[src/req_slot.sv]
`timescale 1ns/10ps

module req_slot #(
    parameter type payload_t = logic [31:0]
) (
    input  logic     clk,
    input  logic     rst,
    input  logic     in_valid,
    input  payload_t in_data,
    input  logic     take,
    output logic     full,
    output payload_t out_data
);

    logic load;

    // a strobe is only legal while the slot is empty.
    assign load = in_valid & ~full;

    ////////////////////////////////////////////////////////////////////////
    // occupancy
    ////////////////////////////////////////////////////////////////////////

    always_ff @(posedge clk) begin
        if (rst) begin
            full <= 1'b0;
        end else if (load) begin
            full <= 1'b1;
        end else if (take) begin
            full <= 1'b0;
        end
    end

    ////////////////////////////////////////////////////////////////////////
    // held payload
    ////////////////////////////////////////////////////////////////////////

    always_ff @(posedge clk) begin
        if (load) begin
            out_data <= in_data;
        end
    end

endmodule

[config.mk]
export PLATFORM = sky130hd
export DESIGN_NAME = req_slot
export DESIGN_NICKNAME = d
export VERILOG_FILES = /design/src/req_slot.sv
export SDC_FILE = /design/constraint.sdc
export NUM_CORES = 1
export LEC_CHECK = 0
export ABC_CLOCK_PERIOD_IN_PS = 1400
export BUFFER_PORTS_ARGS = -buffer_cell sky130_fd_sc_hd__buf_4
export CAP_MARGIN = 40
export CELL_PAD_IN_SITES_DETAIL_PLACEMENT = 1
export CELL_PAD_IN_SITES_GLOBAL_PLACEMENT = 1
export CORE_ASPECT_RATIO = 0.75
export CORE_MARGIN = 3
export CORE_UTILIZATION = 31
export CTS_CLUSTER_DIAMETER = 150
export CTS_CLUSTER_SIZE = 30
export DETAILED_ROUTE_END_ITERATION = 10
export PLACE_DENSITY_LB_ADDON = 0.1
export SETUP_SLACK_MARGIN = 0.3
export SYNTH_ARGS = -nofsm -noshare
export SYNTH_HDL_FRONTEND = slang
export SYNTH_SLANG_ARGS = --single-unit
[constraint.sdc]
create_clock -name clk -period 1.4 [get_ports clk]
set_input_delay 0.28 -clock clk [delete_from_list [all_inputs] [get_ports clk]]
set_output_delay 0.28 -clock clk [all_outputs]
set_load 0.01 [all_outputs]
==> results.md <==
* Clock-pin transition on the worst setup and hold timing paths at 0.06 ns
* First-pass GRT wire length at 3.622 mm
* Share of cells above drive strength 1 at 68.42%
* Slew HR at 83.61%
* Worst path slowest cell: edfxtp_1
* # port buffers at 68
* Endpoint class of the critical path: primary output
* Yosys top cell area share at 96.00%
* Critical path type: flop to primary output
* Critical-path cell list: buf_6
* R2R setup slack at 0.33 ns
* DIE AREA at 3954 µm²
* Hold Fails Final Rpt at 0
* Most frequent cell after synthesis: edfxtp_1
* Worst reg2reg path depth at 1
* Initial Util at 33.14%
* Max-slew violations at 0
* RSZ-0062 raised after global routing: true
* Average size of a mapped cell at 27.80 µm²
* CP delay by family, top: flip-flops
* Drt first pass iters at 4
* Switching power at 0.4427 mW
* Worst stage delay on the critical path at 0.40 ns
* Post-synth EDFFs at 32
* Startpoint types: flop
* Top post-synthesis cells by area: edfxtp_1 96%, dfxtp_1 2.0%, and2b_2 0.87%
* Final Util at 57.71%
* PnR Total Power at 2.089 mW
* Setup TNS at 0 ns
* TritonCTS Buffers at 5
* Synth warnings at 0
* Status: completed
* Total global routing overflow at 0
* Hold Path Sink: full
* Iter 0 DRT Violations at 38
* IO Pins at 69
* CP max FO at 1
* Core ar. at 3020 µm²
* ANT cells at 0
* Root Buffer: clkbuf_8
* Sequential share of the synthesized area at 98.00%
* WHS Path Cells at 2
* Clk sink count at 33
* Internal Power at 1.646 mW
* Clock network power share at 31.5%
* Die Y at 55.21 µm
* Largest net degree at the start of global routing at 17
* Post-route cell area at 1743 µm²
* Vias per inst at 4.197
* FFs w/ async S/R, synth at 0%
* Gr usage total at 12.72%
* Clk_skew at 0.003551 ns
* Fin crit share at 78.81%
* Antenna violations before repair at 0
* Worst r2r dst: out_data[28]
* Placed Area at 1562 µm²
* Main synth FF type: edfxtp_1
* Combinational group share of total power at 11.9%
* Cell count after synthesis at 36
* H-tree depth at 2
* R2R Path Start: full
* Worst slew pin tran at 0.2458 ns
* Yosys top cell by area: edfxtp_1
* Power Density at 1199 nW/µm²
* WHS at 0.1414 ns
* Final setup violation count at 0
* Hold Path Class: input port to flop
* Hold path startpoint: rst
* DIE WIDTH at 71.62 µm
* Synth top cells by count: 32 x edfxtp_1, 1 x a211oi_1, 1 x and2b_2, 1 x dfxtp_1, 1 x nor2_1
* CP startpoint: out_data[2]
* Via Count at 638
* Final min period at 1.103 ns
* VDD IR max at 0.0008054 V
* DR WL/cell at 15.68 µm
* FMAX at 906.4 MHz
* WP buf/inv at 1
* Skew-Pair Late Insertion Delay at 0.28 ns
* Number of global-route vias before repair at 694
* Syn_nets at 72
* Synthesis-to-layout area growth at 74.12%
* Drt total wl at 2.383 mm
* Global placement routability congestion at 0.6410
* WP data required at 1.12 ns
* Switching part of the total at 21.19%
* Max-cap violations at 0
* Net count, final at 149
* Site Rows at 17
* Post-Syn Area at 1001 µm²
* Clock Tree Buf Depth at 2
* #FFs+latches synth at 33
* DRC viols at 0
* Hold Buf Count CTS at 0
* Arr. time, crit path at 0.82 ns
* Setup Fix Bufs, Post-CTS at 0
* P_leak at 0.7283 nW
* Post-route ant nets at 0
* Sequential Power Share at 56.6%
* Netlist cell types at 5
* TritonCTS clock tree: done
==> flip-flops by register name (all words and copies together), names as in the netlist <==
register  flops
full          1
out_data     32
==> final cells by class <==
cell class	instances	area, µm²
multi-input combinational	5	40.04
clock inverter	3	12.51
tap	38	47.55
fill	291	1277
sequential	33	984.7
clock buffer	5	68.82
timing repair buffer	68	589.3
==> timing repair <==
item	4_1_cts	5_1_grt
setup endpoints to repair	42	46
hold endpoints to repair	0	0
gates cloned	1	1
pin swaps	0	0
gates resized for setup	7	18
==> metal layers <==
metal | vias to the layer above | global-route usage (%) | wire [µm]
met5 | - | 0 | 0
met4 | 0 | 3.217 | 10
met3 | 2 | 7.273 | 213
met2 | 38 | 20.68 | 1259
met1 | 298 | 14.35 | 900
li1 | 300 | - | -
==> power by group through the flow <==
stage	Combinational, mW	Clock (mW)	Sequential (mW)
finish	0.248	0.657	1.18
floorplan	0.0244	0	1.23
CTS	0.232	0.685	1.18
detailed placement	0.222	0	1.20
global placement	0.219	0	1.19
global route	0.265	0.732	1.19
==> layout by cell type, fill, tap and decap left out <==
master	netlist	final
a211oi_1	1	1
and2b_2	1	1
and2b_4	0	2
buf_4	0	47
buf_6	0	21
clkbuf_8	0	5
clkinv_1	0	2
clkinv_2	0	1
dfxtp_4	0	1
edfxtp_1	32	32
nor2_1	1	1
==> worst max-delay path by stage <==
stage	endpoint	slack [ns]	cells after the start
2_1_floorplan	out_data[0]	0.26	1
3_5_place_dp	out_data[29]	0.15	1
6_report	out_data[2]	0.30	1
3_3_place_gp	out_data[15]	0.18	1
5_1_grt	out_data[2]	0.26	1
4_1_cts	out_data[26]	0.29	1
==> kinds of logic (layout without fill, tap and decap cells) <==
logic type,after synthesis,in the layout,share of synthesized area [%]
flops,33,33,98.00
simple gates,2,4,1.250
compound gates,1,1,0.7503
buf+inv,0,76,0
==> through the flow <==
step | cells | setup slack, ns
after floorplan | 36 | 0.2553
after global placement | 142 | 0.1771
after CTS | 151 | 0.2860
after global routing | 152 | 0.2570
after detailed placement | 142 | 0.1546
final | 152 | 0.2967
No activity file was read; power rests on OpenSTA's default activity.
