## src/dcache_wr_macros.svh

```systemverilog
`ifndef DCACHE_WR_MACROS_SVH
`define DCACHE_WR_MACROS_SVH

////////////////////////////////////////////////////////////////////////////
// data bank geometry
////////////////////////////////////////////////////////////////////////////

// one cache line, 64 bytes.
`define DCACHE_LINE_BITS 512

// number of lines held in the bank.
`define DCACHE_DEPTH 16

// line index width, taken from address bits 9:6.
`define DCACHE_IDX_BITS 4

`endif
```

## src/dcache_pkg.sv

```systemverilog
`include "dcache_wr_macros.svh"

package dcache_pkg;

    ////////////////////////////////////////////////////////////////////////
    // line and mask types
    ////////////////////////////////////////////////////////////////////////

    typedef logic [`DCACHE_LINE_BITS-1:0] line_t;

    // one enable bit per byte of the line.
    typedef logic [`DCACHE_LINE_BITS/8-1:0] we_mask_t;

    typedef logic [3:0] strb_t;

    // store size, encoded as the byte mask of a word at offset 0.
    typedef enum logic [3:0] {
        wrt_byte = 4'b0001,
        wrt_half = 4'b0011,
        wrt_word = 4'b1111
    } wrt_type_e;

    ////////////////////////////////////////////////////////////////////////
    // requests
    ////////////////////////////////////////////////////////////////////////

    typedef struct packed {
        logic [31:0] addr;
        logic [31:0] data;
        wrt_type_e   wrt_type;
        logic        cacop;
        logic        op;
    } store_req_t;

    typedef struct packed {
        logic [`DCACHE_IDX_BITS-1:0] idx;
        line_t                       line;
    } refill_req_t;

    // one registered bank write.
    typedef struct packed {
        logic [`DCACHE_IDX_BITS-1:0] idx;
        line_t                       din;
        we_mask_t                    we;
    } bank_wr_t;

endpackage

```

## src/line_arbiter.sv

```systemverilog
`timescale 1ns/10ps

`include "dcache_wr_macros.svh"

module line_arbiter (
    input  logic                    clk,
    input  logic                    rst,
    input  logic                    st_full,
    input  dcache_pkg::store_req_t  st_req,
    input  logic                    rf_full,
    input  dcache_pkg::refill_req_t rf_req,
    output logic                    st_take,
    output logic                    rf_take,
    output dcache_pkg::bank_wr_t    bank_wr,
    output logic                    wr_en,
    output dcache_pkg::strb_t       bus_strb,
    output logic                    bus_strb_valid
);

    dcache_pkg::line_t    ctrl_din;
    dcache_pkg::we_mask_t ctrl_we;
    dcache_pkg::strb_t    ctrl_strb;
    dcache_pkg::bank_wr_t bank_wr_nxt;
    logic                 grant;

    ////////////////////////////////////////////////////////////////////////
    // fixed priority grant
    ////////////////////////////////////////////////////////////////////////

    // refill always wins.
    assign rf_take = rf_full;
    assign st_take = st_full & ~rf_full;
    assign grant   = st_take | rf_take;

    mem_wrt_ctrl_d u_wrt_ctrl (
        .w_data_cpu    (st_req.data),
        .w_data_axi    (rf_req.line),
        .addr_rbuf     (st_req.addr),
        .wrt_type      (st_req.wrt_type),
        .wrt_data_sel  (~rf_full),
        .cacop_en_rbuf (st_req.cacop),
        .op_rbuf       (st_req.op),
        .mem_din       (ctrl_din),
        .mem_we_normal (ctrl_we),
        .axi_we        (ctrl_strb)
    );

    always_comb begin
        bank_wr_nxt.din = ctrl_din;
        if (rf_full) begin
            bank_wr_nxt.idx = rf_req.idx;
            bank_wr_nxt.we  = '1;
        end else begin
            bank_wr_nxt.idx = st_req.addr[`DCACHE_IDX_BITS+5:6];
            bank_wr_nxt.we  = ctrl_we;
        end
    end

    ////////////////////////////////////////////////////////////////////////
    // registered bank write and bus strobe
    ////////////////////////////////////////////////////////////////////////

    always_ff @(posedge clk) begin
        if (rst) begin
            wr_en          <= 1'b0;
            bus_strb_valid <= 1'b0;
        end else begin
            wr_en          <= grant;
            bus_strb_valid <= st_take;
        end
    end

    always_ff @(posedge clk) begin
        if (grant) begin
            bank_wr <= bank_wr_nxt;
        end
        if (st_take) begin
            bus_strb <= ctrl_strb;
        end
    end

endmodule

```

## src/mem_wrt_ctrl_d.sv

```systemverilog
`timescale 1ns/10ps

`include "dcache_wr_macros.svh"

module mem_wrt_ctrl_d (
    input  logic [31:0]           w_data_cpu,
    input  dcache_pkg::line_t     w_data_axi,
    input  logic [31:0]           addr_rbuf,
    input  dcache_pkg::wrt_type_e wrt_type,
    input  logic                  wrt_data_sel,
    input  logic                  cacop_en_rbuf,
    input  logic                  op_rbuf,
    output dcache_pkg::line_t     mem_din,
    output dcache_pkg::we_mask_t  mem_we_normal,
    output dcache_pkg::strb_t     axi_we
);

    localparam int BYTES_PER_LINE = `DCACHE_LINE_BITS / 8;
    localparam int HALFS_PER_LINE = `DCACHE_LINE_BITS / 16;
    localparam int WORDS_PER_LINE = `DCACHE_LINE_BITS / 32;

    dcache_pkg::line_t store_din;
    dcache_pkg::strb_t lane_strb;
    logic [5:0]        mask_shift;

    ////////////////////////////////////////////////////////////////////////
    // write data
    ////////////////////////////////////////////////////////////////////////

    // store data is copied to every lane; the mask picks the real one.
    always_comb begin
        case (wrt_type)
            dcache_pkg::wrt_byte: store_din = {BYTES_PER_LINE{w_data_cpu[7:0]}};
            dcache_pkg::wrt_half: store_din = {HALFS_PER_LINE{w_data_cpu[15:0]}};
            dcache_pkg::wrt_word: store_din = {WORDS_PER_LINE{w_data_cpu}};
            default:              store_din = '0;
        endcase
    end

    assign mem_din = wrt_data_sel ? store_din : w_data_axi;

    ////////////////////////////////////////////////////////////////////////
    // byte strobe within the word
    ////////////////////////////////////////////////////////////////////////

    // cache ops use the size mask as is.
    always_comb begin
        if (cacop_en_rbuf) begin
            lane_strb = wrt_type;
        end else begin
            lane_strb = dcache_pkg::strb_t'(wrt_type << addr_rbuf[1:0]);
        end
    end

    ////////////////////////////////////////////////////////////////////////
    // line byte-enable placement
    ////////////////////////////////////////////////////////////////////////

    // word offset times four bytes.
    assign mask_shift = {addr_rbuf[5:2], 2'b00};

    always_comb begin
        mem_we_normal = dcache_pkg::we_mask_t'(lane_strb) << mask_shift;
    end

    // non-op writes go out on the bus as full words.
    assign axi_we = op_rbuf ? lane_strb : 4'b1111;

endmodule

```

## config.mk

```make
export PLATFORM = sky130hd
export DESIGN_NAME = line_arbiter
export DESIGN_NICKNAME = d
export VERILOG_FILES = /design/src/dcache_pkg.sv /design/src/line_arbiter.sv /design/src/mem_wrt_ctrl_d.sv
export VERILOG_INCLUDE_DIRS = /design/src /design/src/src
export SDC_FILE = /design/constraint.sdc
export NUM_CORES = 1
export LEC_CHECK = 0
export ABC_AREA = 1
export BUFFER_PORTS_ARGS = -buffer_cell sky130_fd_sc_hd__buf_4
export CORE_AREA = 2 2 457 459
export DETAILED_ROUTE_END_ITERATION = 6
export DIE_AREA = 0 0 459 461
export GPL_TIMING_DRIVEN = 0
export SYNTH_ARGS = -nofsm -noshare
export SYNTH_HDL_FRONTEND = slang
export SYNTH_SLANG_ARGS = --single-unit
export TNS_END_PERCENT = 1
```

## constraint.sdc

```tcl
create_clock -name clk -period 18.6 [get_ports clk]
set_input_delay 4.65 -clock clk [delete_from_list [all_inputs] [get_ports clk]]
set_output_delay 4.65 -clock clk [all_outputs]
set_load 0.02 [all_outputs]
```

==> flow_metrics.py <==
metrics = {
    "place": {
        "place_congestion": 0.884,
        "place_ws_ns": 6.98,
        "io_buffer_count": 1153,
        "post-dp-hpwl_mm": 165,
    },
    "timing": {
        "slew_headroom_pct": 19.6,
        "finalSetupViolCount": 0,
        "finalHoldViolCount": 0,
        "drv_slew": 0,
        "rsz0062_at_grt": "no",
        "hold_slack_ns": 4.14,
        "fin_ws_ns": 7.10,
        "fin_setup_tns_ns": 0,
        "finalCriticalPeriod_ns": 11.50,
        "max_slew.worst_pin.slew_ns": 1.21,
        "max_freq_ghz": 0.0870,
        "finalCritPeriodShare_pct": 61.8,
    },
    "critical_path": {
        "cpMostUsedCell": "buf_2",
        "criticalPathCategory": "in2out",
        "cp_top_family": "buffers and inverters",
        "critPathArrivalTime_ns": 6.85,
        "crit_slowest_cell": "clkbuf_1",
        "worst_setup_path_end_kind": "output pin",
        "path_buf_inv": 4,
        "critPathMaxFanout": 10,
        "cp_slowest_stage_delay_ns": 0.81,
        "required_ns": 13.95,
        "crit_chain": "buf_2 -> buf_2 -> clkbuf_1 -> nor2_1 -> buf_4",
        "startpoint_type": "primary input",
    },
    "drt": {
        "ant_nets": 0,
        "drt-total-wl_mm": 197,
        "drc": 0,
        "wl_per_cell_um": 32.3,
        "via_per_inst": 3.64,
        "firstDrtPassIters": 5,
        "drt_first_iter_violations": 2605,
        "num_vias": 22144,
    },
    "floorplan": {
        "initial_core_util_pct": 11.4,
        "io_pins": 1178,
        "core_region_area_mm2": 0.206,
        "floorplan.rows": 167,
        "fp.dieW_um": 459,
        "die_area_mm2": 0.212,
        "fp.dieH_um": 461,
    },
    "cells_and_area": {
        "final_common_cell": "buf_4",
        "layout_common_cells": "buf_4 (1,164), nand2_1 (1,129), edfxtp_1 (584)",
        "syn2layout_area_growth_pct": 64.2,
        "final_util_pct": 18.7,
        "drive_gt1_share_pct": 41.6,
        "nets": 3859,
    },
    "synth": {
        "yosys_warnings": 0,
        "synth_edf_count": 584,
        "synth_area_mm2": 0.0235,
        "synth_cell_types": 22,
        "synth-seq-area-share_pct": 74.8,
        "synth-seq-cells": 586,
        "async_reset_ff_share_pct": 0,
        "synth_nets": 2618,
        "synth.top_cells.by_area": "edfxtp_1 (75%), nand2_1 (18%), nand3_1 (1.7%)",
        "synthCells": 2028,
        "synthFlopType": "edfxtp_1",
        "syn_avg_cell_area_um2": 11.6,
        "yosysTopAreaCellShare_pct": 74.7,
        "yosysTopAreaCell": "edfxtp_1",
    },
    "pwr": {
        "p_leak_nw": 18.2,
        "powerDensity_mw_per_mm2": 106,
        "power_frac_seq_pct": 40.5,
        "peakVddDrop_mv": 0.0757,
        "total_power_mw": 4.10,
        "switching_share_pct": 30.5,
        "share_clk_of_total_power_pct": 40.6,
        "netSwitchingPower_mw": 1.25,
        "combPwrFrac_pct": 19.0,
        "p_int_mw": 2.85,
    },
    "hold_path": {
        "hp-class": "in2reg",
    },
    "clock_network": {
        "root_buffer": "clkbuf_16",
        "clk_pin_slew_ns": 0.06,
        "numCtsBuffers": 80,
        "cts_tree": "yes",
        "ctsResizeCount": 0,
        "clkSinkCount": 586,
        "postCtsHoldBufs": 0,
        "cts_setup_buffers": 0,
        "htreeDepth": 3,
        "clockBufferDepth": 3,
    },
    "grt": {
        "grt.total_usage_pct": 17.8,
        "antenna_found_initial": 142,
        "grt_overflow": 0,
        "grt_pass1_vias": 21461,
        "grt_pass1_wl_mm": 239,
        "grt_max_degree": 110,
    },
    "outcome": {
        "outcome": "completed",
    },
    "run": {
        "maxCapViolCount": 0,
    },
}
path summary, 6_finish.rpt:
| path | from | end | slack (ns) | cells after the start |
|---|---|---|---|---|
| worst max-delay path | rf_full | st_take | 7.10 | 5 |
| worst min-delay path | rst | bus_strb_valid | 4.14 | 2 |
synth_stat cells, types with 2 or more instances:
master / count
edfxtp_1: 584
o21ai_0: 18
buf_4: 11
inv_1: 15
buf_2: 14
nand2_1: 1130
dfxtp_1: 2
inv_2: 2
nand4_1: 9
buf_6: 17
nor3_1: 5
nand3_1: 78
clkbuf_1: 66
nor2_1: 12
nand2_2: 48
nor2_4: 3
buf_1: 9
routing by layer:
layer / part of all wire [%] / wire [um] / up-vias / GRT usage [%]
met1: 37 / 72900 / 10769 / 20.1
met5: 0.37 / 731 / - / 0.413
li1: - / - / 9321 / -
met3: 13 / 25400 / 372 / 8.97
met4: 3.6 / 6990 / 92 / 5.88
met2: 46 / 90500 / 1590 / 28.9
registers in the layout (all words and copies together) (netlist names):
signal	cells
bank_wr	580
bus_strb	4
bus_strb_valid	1
wr_en	1
cell families (layout without fill, tap and decap cells):
| group | Yosys count | in the layout | share of synthesized area [%] |
|---|---|---|---|
| AOI/OAI and AO/OA | 20 | 20 | 0.442 |
| buffers and inverters | 135 | 1436 | 2.95 |
| DFF | 586 | 586 | 74.8 |
| other | 0 | 48 | 0 |
| and+or+nand+nor | 1287 | 1287 | 21.8 |
power groups by stage:
stage	logic [mW]	clock network [mW]	registers, mW
3_5_place_dp	0.793	0	1.68
6_report	0.777	1.66	1.66
4_1_cts	0.794	1.71	1.66
2_1_floorplan	0.111	0	1.87
5_1_grt	0.813	1.75	1.67
3_3_place_gp	0.787	0	1.71
final cells by class:
class | instances | area, um^2
tap | 2704 | 3380
inverter | 18 | 67.6
timing repair buffer | 1159 | 8810
multi-input combinational | 1307 | 5240
clock inverter | 54 | 683
antenna | 48 | 120
sequential | 586 | 17600
buffer | 117 | 632
clock buffer | 88 | 2050
fill | 22827 | 168000
metrics by stage:
step	instance area (um^2)	cells
after CTS	38400	6033
after global placement	35500	5885
after global routing	38500	6045
after detailed placement	35700	5891
after floorplan	23500	2028
final	38600	6081
Power figures use the tool's default switching activity.
